<file path="config.mk">
export PLATFORM = sky130hd
export DESIGN_NAME = pet_top
export DESIGN_NICKNAME = d
export VERILOG_FILES = /design/src/verilog/pet_pkg.sv /design/src/verilog/frame_timer.sv /design/src/verilog/mood_sequencer.sv /design/src/verilog/pet_top.sv /design/src/verilog/vital_stats.sv
export SDC_FILE = /design/constraint.sdc
export NUM_CORES = 1
export LEC_CHECK = 0
export ABC_CLOCK_PERIOD_IN_PS = 3600
export BUFFER_PORTS_ARGS = -buffer_cell sky130_fd_sc_hd__buf_2
export CORE_MARGIN = 2
export CORE_UTILIZATION = 45
export CTS_CLUSTER_DIAMETER = 150
export DETAILED_ROUTE_END_ITERATION = 8
export HOLD_SLACK_MARGIN = 0.12
export PLACE_DENSITY = 0.65
export SKIP_CTS_REPAIR_TIMING = 1
export SYNTH_ARGS = -nofsm -noshare
export SYNTH_HDL_FRONTEND = slang
export SYNTH_SLANG_ARGS = --single-unit
</file>
<file path="constraint.sdc">
create_clock -name frame_clk -period 3.6 [get_ports frame_clk]
set_input_delay 0.72 -clock frame_clk [delete_from_list [all_inputs] [get_ports frame_clk]]
set_output_delay 0.72 -clock frame_clk [all_outputs]
set_load 0.05 [all_outputs]
</file>
<file path="src/verilog/pet_pkg.sv">
`default_nettype none

package pet_pkg;

	// ----------------------------------------
	// mood and vital types
	// ----------------------------------------

	// top level moods
	// idle moods share one state each, frame index kept aside
	typedef enum logic [3:0] {
		MOOD_START,
		MOOD_CHECK,
		MOOD_IDLE_HAPPY,
		MOOD_IDLE_SAD,
		MOOD_FEED,
		MOOD_FEED_SHOW,
		MOOD_PET,
		MOOD_PET_SHOW,
		MOOD_UPSET,
		MOOD_DEAD
	} mood_e;

	// one vital, unsigned, saturates at both ends
	typedef logic [3:0] stat_t;

	// update requested of the stats bank, one per frame at most
	typedef enum logic [2:0] {
		EV_NONE,
		EV_LOAD,
		EV_DECAY,
		EV_FEED,
		EV_PET,
		EV_SCOLD
	} stat_event_e;

	// sprite byte, high nibble picks the group, low nibble the frame
	typedef struct packed {
		logic [3:0] group;
		logic [3:0] frame;
	} sprite_fields_t;

	// raw byte for the display side, fields for the sequencer
	typedef union packed {
		logic [7:0]     raw;
		sprite_fields_t fields;
	} sprite_u;

	// ----------------------------------------
	// sprite codes
	// ----------------------------------------

	localparam logic [3:0] GROUP_NEUTRAL    = 4'h0;
	localparam logic [3:0] GROUP_IDLE_HAPPY = 4'hA;
	localparam logic [3:0] GROUP_IDLE_SAD   = 4'hB;
	localparam logic [3:0] GROUP_FEED       = 4'hC;
	localparam logic [3:0] GROUP_PET        = 4'hD;

	// frame 0 of neutral is the blank face, frame 1 the sad one
	localparam logic [3:0] FRAME_BLANK = 4'h0;
	localparam logic [3:0] FRAME_FIRST = 4'h1;

	// keyboard usage codes
	localparam logic [7:0] KEY_FEED    = 8'h14;
	localparam logic [7:0] KEY_PET     = 8'h1A;
	localparam logic [7:0] KEY_RESTART = 8'h16;

	// ----------------------------------------
	// timing and game limits
	// ----------------------------------------

	// last dwell count, so a timed mood lasts 21 frames
	localparam logic [4:0] DWELL_LAST  = 5'd20;
	localparam logic [3:0] IDLE_FRAMES = 4'd8;

	localparam stat_t STAT_INIT   = 4'd5;
	localparam stat_t STAT_MAX    = 4'd15;
	localparam stat_t HEALTHY_MIN = 4'd5;
	localparam stat_t FULL_LIMIT  = 4'd9;

endpackage

`default_nettype wire

</file>
<file path="src/verilog/frame_timer.sv">
`default_nettype none

// dwell counter for timed moods
// counts frames since the sequencer last changed mood or idle frame
module frame_timer (
	input  wire logic frame_clk,
	input  wire logic reset,
	input  wire logic dwell_clear,
	output logic      dwell_done
);

	// frames spent in the current mood, minus one
	logic [4:0] count;

	// ----------------------------------------
	// counter
	// ----------------------------------------

	always_ff @(posedge frame_clk or posedge reset) begin
		if (reset) begin
			count <= '0;
		end else if (dwell_clear) begin
			// new mood entered at this edge
			count <= '0;
		end else if (count != pet_pkg::DWELL_LAST) begin
			count <= count + 5'd1;
		end
		// otherwise hold at the last count
		// dead sits here until restart
	end

	// high for as long as the count rests at the limit
	assign dwell_done = (count == pet_pkg::DWELL_LAST);

endmodule

`default_nettype wire

</file>
<file path="src/verilog/mood_sequencer.sv">
`default_nettype none

// mood FSM
// picks the next mood from key, dwell timer and vital flags,
// issues stat events and registers the sprite code
module mood_sequencer (
	input  wire logic                 frame_clk,
	input  wire logic                 reset,
	input  wire logic [7:0]           key,
	input  wire logic                 dwell_done,
	input  wire logic                 all_healthy,
	input  wire logic                 any_empty,
	input  wire logic                 satiety_full,
	input  wire logic                 affection_full,
	output logic                      dwell_clear,
	output pet_pkg::stat_event_e      stat_event,
	output pet_pkg::mood_e            mood,
	output pet_pkg::sprite_u          sprite
);

	pet_pkg::mood_e       mood_d;
	logic [3:0]           frame_q;
	logic [3:0]           frame_d;
	pet_pkg::stat_event_e event_d;
	pet_pkg::sprite_u     sprite_d;
	logic                 key_feed;
	logic                 key_pet;
	logic                 key_restart;

	// key decode, sampled once per frame
	assign key_feed    = (key == pet_pkg::KEY_FEED);
	assign key_pet     = (key == pet_pkg::KEY_PET);
	assign key_restart = (key == pet_pkg::KEY_RESTART);

	// ----------------------------------------
	// next mood and idle frame
	// ----------------------------------------

	always_comb begin
		mood_d  = mood;
		frame_d = frame_q;
		case (mood)
			pet_pkg::MOOD_START: begin
				mood_d = pet_pkg::MOOD_CHECK;
			end
			pet_pkg::MOOD_CHECK: begin
				// every idle pass starts from frame 1
				frame_d = pet_pkg::FRAME_FIRST;
				if (all_healthy) begin
					mood_d = pet_pkg::MOOD_IDLE_HAPPY;
				end else if (any_empty) begin
					mood_d = pet_pkg::MOOD_DEAD;
				end else begin
					mood_d = pet_pkg::MOOD_IDLE_SAD;
				end
			end
			pet_pkg::MOOD_IDLE_HAPPY, pet_pkg::MOOD_IDLE_SAD, pet_pkg::MOOD_UPSET: begin
				// keys win over the timer here
				if (key_feed) begin
					mood_d = pet_pkg::MOOD_FEED;
				end else if (key_pet) begin
					mood_d = pet_pkg::MOOD_PET;
				end else if (dwell_done) begin
					if (mood == pet_pkg::MOOD_UPSET || frame_q == pet_pkg::IDLE_FRAMES) begin
						mood_d = pet_pkg::MOOD_CHECK;
					end else begin
						// next animation frame, same mood
						frame_d = frame_q + 4'd1;
					end
				end
			end
			pet_pkg::MOOD_FEED: begin
				// keys ignored while eating
				if (dwell_done) begin
					mood_d = satiety_full ? pet_pkg::MOOD_UPSET : pet_pkg::MOOD_FEED_SHOW;
				end
			end
			pet_pkg::MOOD_PET: begin
				if (dwell_done) begin
					mood_d = affection_full ? pet_pkg::MOOD_UPSET : pet_pkg::MOOD_PET_SHOW;
				end
			end
			pet_pkg::MOOD_FEED_SHOW: begin
				// timer first, then keys as in idle
				if (dwell_done) begin
					mood_d = pet_pkg::MOOD_CHECK;
				end else if (key_feed) begin
					mood_d = pet_pkg::MOOD_FEED;
				end else if (key_pet) begin
					mood_d = pet_pkg::MOOD_PET;
				end
			end
			pet_pkg::MOOD_PET_SHOW: begin
				if (dwell_done) begin
					mood_d = pet_pkg::MOOD_CHECK;
				end
			end
			pet_pkg::MOOD_DEAD: begin
				// only restart leaves
				if (key_restart) begin
					mood_d = pet_pkg::MOOD_START;
				end
			end
			default: begin
				// unused encodings recover through start
				mood_d = pet_pkg::MOOD_START;
			end
		endcase
	end

	// any change of mood or idle frame restarts the dwell count
	assign dwell_clear = (mood_d != mood) || (frame_d != frame_q);

	// ----------------------------------------
	// stat events and sprite
	// ----------------------------------------

	// event tied to the mood being entered, none otherwise
	always_comb begin
		event_d = pet_pkg::EV_NONE;
		if (dwell_clear) begin
			case (mood_d)
				pet_pkg::MOOD_START:     event_d = pet_pkg::EV_LOAD;
				pet_pkg::MOOD_FEED_SHOW: event_d = pet_pkg::EV_FEED;
				pet_pkg::MOOD_PET_SHOW:  event_d = pet_pkg::EV_PET;
				pet_pkg::MOOD_UPSET:     event_d = pet_pkg::EV_SCOLD;
				pet_pkg::MOOD_IDLE_HAPPY, pet_pkg::MOOD_IDLE_SAD: begin
					// decay once per pass, on the last frame
					if (frame_d == pet_pkg::IDLE_FRAMES) begin
						event_d = pet_pkg::EV_DECAY;
					end
				end
				default: event_d = pet_pkg::EV_NONE;
			endcase
		end
	end

	// sprite for the upcoming mood
	// blank neutral face unless listed below
	always_comb begin
		sprite_d.fields.group = pet_pkg::GROUP_NEUTRAL;
		sprite_d.fields.frame = pet_pkg::FRAME_BLANK;
		case (mood_d)
			pet_pkg::MOOD_IDLE_HAPPY: begin
				sprite_d.fields.group = pet_pkg::GROUP_IDLE_HAPPY;
				sprite_d.fields.frame = frame_d;
			end
			pet_pkg::MOOD_IDLE_SAD: begin
				sprite_d.fields.group = pet_pkg::GROUP_IDLE_SAD;
				sprite_d.fields.frame = frame_d;
			end
			pet_pkg::MOOD_FEED_SHOW: begin
				sprite_d.fields.group = pet_pkg::GROUP_FEED;
				sprite_d.fields.frame = pet_pkg::FRAME_FIRST;
			end
			pet_pkg::MOOD_PET_SHOW: begin
				sprite_d.fields.group = pet_pkg::GROUP_PET;
				sprite_d.fields.frame = pet_pkg::FRAME_FIRST;
			end
			pet_pkg::MOOD_UPSET, pet_pkg::MOOD_DEAD: begin
				// sad face
				sprite_d.fields.frame = pet_pkg::FRAME_FIRST;
			end
			default: begin
				sprite_d.fields.frame = pet_pkg::FRAME_BLANK;
			end
		endcase
	end

	// ----------------------------------------
	// state registers
	// ----------------------------------------

	// mood and sprite move together at the same edge
	always_ff @(posedge frame_clk or posedge reset) begin
		if (reset) begin
			mood       <= pet_pkg::MOOD_START;
			frame_q    <= pet_pkg::FRAME_FIRST;
			stat_event <= pet_pkg::EV_NONE;
			sprite.raw <= 8'h00;
		end else begin
			mood       <= mood_d;
			frame_q    <= frame_d;
			stat_event <= event_d;
			sprite     <= sprite_d;
		end
	end

endmodule

`default_nettype wire

</file>
<file path="src/verilog/pet_top.sv">
`default_nettype none

// virtual pet top
// timer and stats bank side by side, sequencer ties them to the key
module pet_top (
	input  wire logic           frame_clk,
	input  wire logic           reset,
	input  wire logic [7:0]     key,
	output wire logic [7:0]     sprite,
	output wire pet_pkg::mood_e mood,
	output wire pet_pkg::stat_t health,
	output wire pet_pkg::stat_t satiety,
	output wire pet_pkg::stat_t affection
);

	// ----------------------------------------
	// internal nets
	// ----------------------------------------

	// timer handshake
	logic dwell_clear;
	logic dwell_done;

	// stats request and flags
	pet_pkg::stat_event_e stat_event;
	logic                 all_healthy;
	logic                 any_empty;
	logic                 satiety_full;
	logic                 affection_full;

	// sprite in its decoded form
	pet_pkg::sprite_u seq_sprite;

	// ----------------------------------------
	// blocks
	// ----------------------------------------

	frame_timer u_timer (
		.frame_clk   (frame_clk),
		.reset       (reset),
		.dwell_clear (dwell_clear),
		.dwell_done  (dwell_done)
	);

	vital_stats u_stats (
		.frame_clk      (frame_clk),
		.reset          (reset),
		.stat_event     (stat_event),
		.health         (health),
		.satiety        (satiety),
		.affection      (affection),
		.all_healthy    (all_healthy),
		.any_empty      (any_empty),
		.satiety_full   (satiety_full),
		.affection_full (affection_full)
	);

	mood_sequencer u_sequencer (
		.frame_clk      (frame_clk),
		.reset          (reset),
		.key            (key),
		.dwell_done     (dwell_done),
		.all_healthy    (all_healthy),
		.any_empty      (any_empty),
		.satiety_full   (satiety_full),
		.affection_full (affection_full),
		.dwell_clear    (dwell_clear),
		.stat_event     (stat_event),
		.mood           (mood),
		.sprite         (seq_sprite)
	);

	// display takes the raw byte
	assign sprite = seq_sprite.raw;

endmodule

`default_nettype wire

</file>
<file path="src/verilog/vital_stats.sv">
`default_nettype none

// vitals bank
// health, satiety and affection, all saturating 0..15
module vital_stats (
	input  wire logic                 frame_clk,
	input  wire logic                 reset,
	input  wire pet_pkg::stat_event_e stat_event,
	output pet_pkg::stat_t            health,
	output pet_pkg::stat_t            satiety,
	output pet_pkg::stat_t            affection,
	output logic                      all_healthy,
	output logic                      any_empty,
	output logic                      satiety_full,
	output logic                      affection_full
);

	// ----------------------------------------
	// saturating helpers
	// ----------------------------------------

	// step up, stop at the ceiling
	function automatic pet_pkg::stat_t sat_inc(input pet_pkg::stat_t value);
		if (value == pet_pkg::STAT_MAX) begin
			return value;
		end
		return value + 4'd1;
	endfunction

	// step down, stop at zero
	function automatic pet_pkg::stat_t sat_dec(input pet_pkg::stat_t value);
		if (value == '0) begin
			return value;
		end
		return value - 4'd1;
	endfunction

	// ----------------------------------------
	// vital registers
	// ----------------------------------------

	// one event per frame
	// the event arrives one edge after its mood is entered
	always_ff @(posedge frame_clk or posedge reset) begin
		if (reset) begin
			health    <= pet_pkg::STAT_INIT;
			satiety   <= pet_pkg::STAT_INIT;
			affection <= pet_pkg::STAT_INIT;
		end else begin
			case (stat_event)
				pet_pkg::EV_LOAD: begin
					// restart after death
					health    <= pet_pkg::STAT_INIT;
					satiety   <= pet_pkg::STAT_INIT;
					affection <= pet_pkg::STAT_INIT;
				end
				pet_pkg::EV_DECAY: begin
					// end of an idle pass, everything wears down
					health    <= sat_dec(health);
					satiety   <= sat_dec(satiety);
					affection <= sat_dec(affection);
				end
				pet_pkg::EV_FEED: begin
					health  <= sat_inc(health);
					satiety <= sat_inc(satiety);
				end
				pet_pkg::EV_PET: begin
					health    <= sat_inc(health);
					affection <= sat_inc(affection);
				end
				pet_pkg::EV_SCOLD: begin
					// overfed or overpetted
					health <= sat_dec(health);
				end
				default: begin
					// no event, hold
					health    <= health;
					satiety   <= satiety;
					affection <= affection;
				end
			endcase
		end
	end

	// ----------------------------------------
	// threshold flags
	// ----------------------------------------

	// happy only if nothing is below the healthy floor
	assign all_healthy = (health >= pet_pkg::HEALTHY_MIN)
		&& (satiety >= pet_pkg::HEALTHY_MIN)
		&& (affection >= pet_pkg::HEALTHY_MIN);

	// any vital run dry means death at the next check
	assign any_empty = (health == '0) || (satiety == '0) || (affection == '0);

	// too full to take more food or attention
	assign satiety_full   = (satiety > pet_pkg::FULL_LIMIT);
	assign affection_full = (affection > pet_pkg::FULL_LIMIT);

endmodule

`default_nettype wire
</file>
==> results.py, run 1 <==
metrics = {
    "status": {
        "status": "complete, no violations",
    },
    "logic_synthesis": {
        "synthArstFlopShare": 1.00,
        "synthCells": 261,
        "synth_area_um2": 2430,
        "synth-main-ff-cell": "dfrtp_1",
        "synthDistinctLibCells": 65,
        "synth_edf_count": 0,
        "syn-num-nets": 284,
        "synth_warnings": 0,
        "ys_seq_area_frac": 0.374,
        "syn_avg_cell_area_um2": 9.31,
        "ys_seq_elements": 36,
    },
    "critical_path": {
        "critPathMaxFanout": 6,
        "cp.required_ps": 3770,
        "worstSetupStartpointType": "input port",
        "path_class": "in -> reg",
        "worstPathArrival_ps": 2770,
        "end_kind": "flip-flop",
    },
    "place": {
        "port_buffers": 33,
        "dp_hpwl_mm": 3.75,
        "postPlaceCellArea_um2": 2650,
        "place_congestion": 0.839,
    },
    "clocking": {
        "clk_pin_slew_ps": 70,
        "cts_tree": "done",
        "cts.htree.levels": 2,
        "insertion_delay_ps": 280,
        "clkSinkCount": 36,
        "cts_inserted_buffers": 5,
        "clock_path_buffers": 2,
        "cts_root_buf": "clkbuf_8",
    },
    "sta": {
        "maxSlewViolCount": 0,
        "hold_viol_final": 0,
        "relSlewSlack": 0.562,
        "period_share": 0.722,
        "tns_ps": 0,
        "hold_ws_ps": 534,
        "fmax_ghz": 0.385,
        "worst_slew_pin_slew_ps": 648,
        "finClkSkew_ps": 3.17,
        "rsz0062_at_grt": "false",
        "period_minus_slack_ps": 2600,
        "final-setup-viol-count": 0,
    },
    "power_and_ir_drop": {
        "swShare": 0.478,
        "p_clk_frac": 0.135,
        "ir_worst_vdd_mv": 0.443,
        "fin_total_pwr_mw": 2.01,
        "power_switching_mw": 0.960,
        "seqPwrFrac": 0.350,
        "p_int_mw": 1.05,
        "power_frac_comb": 0.515,
        "power_density_nw_per_um2": 736,
        "leakage_nw": 1.22,
    },
    "drt": {
        "routedWlPerCell_um": 13.9,
        "first_iter_violations": 67,
        "drt_wl_total_mm": 5.06,
        "drc": 0,
        "num_vias": 1990,
        "viasPerCell": 5.45,
        "antenna_left": 0,
        "dr.pass1.iters": 4,
    },
    "cells_and_area": {
        "layout-drive-gt1-share": 0.207,
        "nFillCells": 483,
        "final_cell_area_um2": 2730,
        "n_antenna_cell": 0,
        "final_cell_mix": "33 x buf_2, 32 x nor2_1, 29 x dfrtp_1, 18 x inv_1, 15 x nand2_1",
        "nNetsFinal": 317,
        "mostFrequentLayoutCell": "buf_2",
        "syn2layout_area_growth_pct": 12.1,
    },
    "floorplanning": {
        "die_w_um": 77.5,
        "die_area_um2": 6010,
        "core_area_um2": 5170,
        "start_util": 0.470,
        "chipHeight_um": 77.5,
        "pin_count": 34,
        "core.rowCount": 26,
    },
    "job": {
        "drv_cap": 0,
    },
    "min_path": {
        "hold_path_class": "in -> async",
    },
    "grt": {
        "grt_max_degree": 37,
        "grt_pass1_wl_mm": 9.07,
        "grt_pass1_vias": 1886,
        "gr-usage-all-layers": 0.184,
        "gr-total-overflow": 0,
        "antenna_found_initial": 0,
    },
}
## power by group through the flow
| stage | registers (mW) | clock network (mW) | logic, mW |
|---|---|---|---|
| after floorplan | 0.852 | 0 | 0.674 |
| after global placement | 0.706 | 0 | 1.02 |
| after detailed placement | 0.708 | 0 | 1.04 |
| after CTS | 0.702 | 0.281 | 1.05 |
| after global routing | 0.731 | 0.298 | 1.16 |
| final | 0.702 | 0.271 | 1.03 |
## logic make-up after synthesis
family | count (synthesis) | share of synthesized area
mux | 3 | 0.0129
xor+xnor | 11 | 0.0396
fa+ha+maj | 13 | 0.0762
buf+inv | 27 | 0.0484
compound gates | 75 | 0.226
flops | 36 | 0.374
simple gates | 96 | 0.223
## worst max-delay path: stages
cell	delay, ps
buf_2	110
nor4_4	390
o211ai_2	230
nor2b_1	180
a221o_1	380
o21ai_1	310
inv_1	150
a211o_1	290
## Yosys cell counts, types with 3 or more instances
cell / count / share of area
nor3_1: 8 / 0.016
o21a_1: 7 / 0.022
dfrtp_1: 29 / 0.30
xnor2_1: 7 / 0.025
clkbuf_1: 4 / 0.0062
nand3_1: 5 / 0.010
o211ai_1: 5 / 0.015
nor2_1: 32 / 0.049
dfstp_2: 7 / 0.076
o21ai_0: 14 / 0.029
nand2b_1: 5 / 0.013
or4_1: 4 / 0.012
fa_1: 3 / 0.025
ha_1: 10 / 0.051
nand2_1: 15 / 0.023
xor2_1: 4 / 0.014
and4_1: 3 / 0.011
nor2b_1: 6 / 0.015
inv_1: 18 / 0.028
a21oi_1: 12 / 0.025
o22a_1: 3 / 0.011
a21o_1: 6 / 0.019
o211ai_2: 3 / 0.015
## state kept, by name (all words and copies together) (netlist names)
register                flops
u_stats.affection           4
u_stats.satiety             4
u_stats.health              4
u_sequencer.sprite          8
u_sequencer.mood            4
u_timer.count               5
u_sequencer.stat_event      3
u_sequencer.frame_q         4
## area by class of cell
class                   count  area, um^2  share of cell area
clock inverters             1        5.00             0.00184
flip-flops and latches     36         910               0.334
inverters                  19        71.3              0.0262
clock buffers               7        76.3              0.0280
well taps                  70        87.6              0.0321
repair buffers             34         173              0.0633
multi-input cells         198        1400               0.515
## path summary, 6_finish.rpt
kind,startpoint,endpoint,slack (ps),cells after the start
setup reg to reg,u_timer.count[0]$_DFFE_PP0P_,u_timer.count[0]$_DFFE_PP0P_,1010,9
min in group frame_clk,u_stats.satiety[0]$_DFFE_PP1P_,u_stats.satiety[0]$_DFFE_PP1P_,540,2
max in group asynchronous,reset,u_stats.satiety[2]$_DFFE_PP1P_,2720,3
hold reg to reg,u_stats.satiety[0]$_DFFE_PP1P_,u_stats.satiety[0]$_DFFE_PP1P_,540,2
setup / recovery,key[7],u_sequencer.sprite[0]$_DFF_PP0_,1000,8
hold / removal,reset,u_sequencer.sprite[0]$_DFF_PP0_,530,3
## per-layer routing
layer / global-route usage / share of wire / vias to the layer above
met5: 0 / 0 / -
met4: 0.0411 / 0.0034 / 0
met2: 0.284 / 0.47 / 25
li1: - / - / 1014
met1: 0.269 / 0.50 / 949
met3: 0.0360 / 0.029 / 2
## per-stage QoR
stage,util,worst slack (ps),std cells
final,0.527,1000,365
after global routing,0.527,733,365
after CTS,0.527,997,365
after detailed placement,0.511,748,357
after global placement,0.511,747,357
after floorplan,-,1000,261
No activity file was read; power rests on OpenSTA's default activity.
==> run 2, diff against run 1 <==
ABC_AREA = 1   (was not set)
ABC_CLOCK_PERIOD_IN_PS = 2600   (was 3600)
PLACE_DENSITY = not set   (was 0.65)
clock period = 2.6 ns   (was 3.6 ns; I/O delays follow)
==> run 2 against run 1 <==
Synthesized cell count up 48%. Total power up 63%. Die area up 15%. Non-clock buffer count up 2. Area after synthesis up 16%. Setup slack worse by 610 ps. Sequential share of layout area down 4.7 points. Worst hold slack worse by 280 ps. Critical path depth up 7. Via count up 29%. First-iteration DRC count rose to 2.6 times the previous value. Critical endpoint is now u_sequencer.stat_event[1]$_DFF_PP0_. Highest routed layer unchanged.
==> results.py, run 2 <==
metrics = {
    "status": {
        "status": "complete, no violations",
    },
    "sta": {
        "final-setup-viol-count": 0,
        "relSlewSlack": 0.646,
        "maxSlewViolCount": 0,
        "rsz0062_at_grt": "false",
        "fmax_ghz": 0.454,
        "period_share": 0.848,
        "tns_ps": 0,
        "finClkSkew_ps": 9.88,
        "hold_viol_final": 0,
        "postLayoutSetupSlackWorst_ps": 396,
        "period_minus_slack_ps": 2200,
        "worst_slew_pin_slew_ps": 526,
    },
    "critical_path": {
        "critPathMaxFanout": 11,
        "cp.required_ps": 2780,
        "worstPathArrival_ps": 2380,
        "path_class": "reg -> reg",
        "end_kind": "flip-flop",
        "worstSetupStartpointType": "flip-flop",
    },
    "power_and_ir_drop": {
        "power_density_nw_per_um2": 1030,
        "ir_worst_vdd_mv": 0.652,
        "leakage_nw": 1.68,
    },
    "clocking": {
        "cts_root_buf": "clkbuf_8",
        "clock_path_buffers": 2,
        "clkSinkCount": 36,
        "cts_inserted_buffers": 5,
        "cts.htree.levels": 2,
        "clk_pin_slew_ps": 70,
        "insertion_delay_ps": 290,
        "cts_tree": "done",
    },
    "logic_synthesis": {
        "ys_seq_elements": 36,
        "synth_top_area_frac": 0.257,
        "synthTopCellsByArea": "dfrtp_1 26%, nand2_1 11%, inv_1 8.1%",
        "synthArstFlopShare": 1.00,
        "synthAdderAreaFrac": 0.0657,
        "synthDistinctLibCells": 39,
        "synth_area_um2": 2820,
        "synthSimpleGateAreaFrac": 0.391,
        "synth_xor_area_frac": 0.0248,
        "synthCells": 386,
        "synth_top_area_cell": "dfrtp_1",
        "synth_warnings": 0,
        "synth_compound_area_frac": 0.0905,
        "synth_edf_count": 0,
        "ys_seq_area_frac": 0.323,
        "synth-main-ff-cell": "dfrtp_1",
        "syn-num-nets": 409,
        "synth_mux_area_frac": 0,
        "synth_top_family_by_area": "simple AND/OR/NAND/NOR gates",
        "syn_avg_cell_area_um2": 7.31,
        "synth.most_common_cell": "nand2_1",
        "ys_top_cells_by_count": "79 x nand2_1, 61 x inv_1, 38 x nor2_1, 35 x nand3_1, 29 x dfrtp_1",
    },
    "grt": {
        "grt_max_degree": 23,
        "use_met3": 0.0328,
        "antenna_found_initial": 0,
        "gr-usage-met2": 0.298,
        "grt_pass1_wl_mm": 11.2,
        "gr-usage-all-layers": 0.195,
        "grt_pass1_vias": 2426,
        "gr-total-overflow": 0,
        "busiest_layer": "met2",
        "use_met1": 0.288,
    },
    "floorplanning": {
        "core.rowCount": 28,
        "core_area_um2": 5990,
        "pin_count": 34,
        "die_w_um": 83.2,
        "start_util": 0.471,
        "chipHeight_um": 83.2,
        "die_area_um2": 6920,
    },
    "cells_and_area": {
        "syn2layout_area_growth_pct": 12.6,
        "largest_reg_flops": 8,
        "nNetsFinal": 449,
        "final_cell_mix": "79 x nand2_1, 61 x inv_1, 38 x nor2_1, 35 x nand3_1, 33 x buf_2",
        "largestRegisters": "u_sequencer.sprite (8), u_timer.count (5)",
        "layout-drive-gt1-share": 0.246,
        "n_antenna_cell": 0,
        "max_flop_register": "u_sequencer.sprite",
        "mostFrequentLayoutCell": "nand2_1",
    },
    "drt": {
        "dr.pass1.iters": 4,
        "viasPerCell": 5.11,
        "num_vias": 2565,
        "routedWlPerCell_um": 12.7,
        "first_iter_violations": 174,
        "drc": 0,
        "antenna_left": 0,
        "drt_wl_total_mm": 6.40,
    },
    "place": {
        "dp_hpwl_mm": 5.13,
        "place_congestion": 0.887,
        "port_buffers": 33,
        "post-place-ws_ps": 349,
    },
    "job": {
        "drv_cap": 0,
    },
    "min_path": {
        "hold_path_class": "in -> async",
    },
}
==> run 2: cell types whose count changed in the layout (fill, tap and decap cells not counted), moves of 7 or more <==
cell	before	now
nand3_1	5	35
nand4_1	1	8
nor2_4	0	9
o21a_1	7	0
nand2_1	15	79
o21ai_0	14	22
nand2_2	0	11
inv_2	1	11
inv_1	18	61
==> run 2: area by class of cell <==
| type | instances | area (um^2) |
|---|---|---|
| clock inverter | 2 | 13.8 |
| timing repair buffer | 36 | 188 |
| fill | 602 | 2820 |
| clock buffer | 6 | 82.6 |
| sequential | 36 | 910 |
| multi-input combinational | 274 | 1610 |
| tap | 75 | 93.8 |
| inverter | 73 | 274 |
==> run 2: critical path: stages (launching register included) <==
cell,delay [ps]
dfrtp_1,400
inv_1,130
ha_1,160
nand2_1,100
nor2_4,290
nand3_1,190
nand2_2,120
inv_2,40
nand2_2,60
nor2_4,40
nand3_1,70
nand2_1,90
nor2_4,130
nand2_4,110
nor2_8,150
nor2_2,40
==> run 2: where the power goes <==
part	internal, mW	total, mW	switching (mW)	leakage, nW
clock	0.217	0.422	0.206	0.0516
sequential	0.707	0.858	0.151	0.467
combinational	0.586	1.99	1.41	1.16
total	1.51	3.27	1.76	1.68
==> run 2: per-layer routing <==
layer / share of wire / vias up
li1: - / 1315
met1: 0.50 / 1185
met2: 0.45 / 59
met3: 0.045 / 6
met4: 0.011 / 0
met5: 0 / -
==> run 2: path summary, 6_finish.rpt <==
kind	from	end	slack [ps]	cells after the start
worst max-delay path	u_timer.count[0]$_DFFE_PP0P_	u_sequencer.stat_event[1]$_DFF_PP0_	400	15
worst min-delay path	reset	u_sequencer.sprite[6]$_DFF_PP0_	260	2
worst max register to register	u_timer.count[0]$_DFFE_PP0P_	u_sequencer.stat_event[1]$_DFF_PP0_	400	15
worst min register to register	u_stats.satiety[2]$_DFFE_PP1P_	u_stats.satiety[2]$_DFFE_PP1P_	550	1
max in group asynchronous	reset	u_stats.satiety[0]$_DFFE_PP1P_	1600	3
min in group frame_clk	u_stats.satiety[2]$_DFFE_PP1P_	u_stats.satiety[2]$_DFFE_PP1P_	550	1
==> run 2: cells by family (layout without fill, tap and decap cells) <==
| family | after synthesis | in the layout |
|---|---|---|
| adders and majority gates | 13 | 13 |
| AOI/OAI and AO/OA | 44 | 44 |
| xor gates and xnor gates | 8 | 8 |
| buffers and inverters | 76 | 117 |
| DFF | 36 | 36 |
| and+or+nand+nor | 209 | 209 |
==> run 2: metrics by stage <==
step / cell area [um^2] / hold slack (ps) / utilization / power, mW / std cells
finish: 3170 / 257 / 0.530 / 3.27 / 502
global route: 3170 / 309 / 0.530 / 3.57 / 502
CTS: 3170 / 273 / 0.530 / 3.30 / 502
detailed placement: 3080 / 536 / 0.514 / 2.85 / 494
global placement: 3080 / 534 / 0.514 / 2.83 / 494
floorplan: 2820 / 511 / - / 2.46 / 386
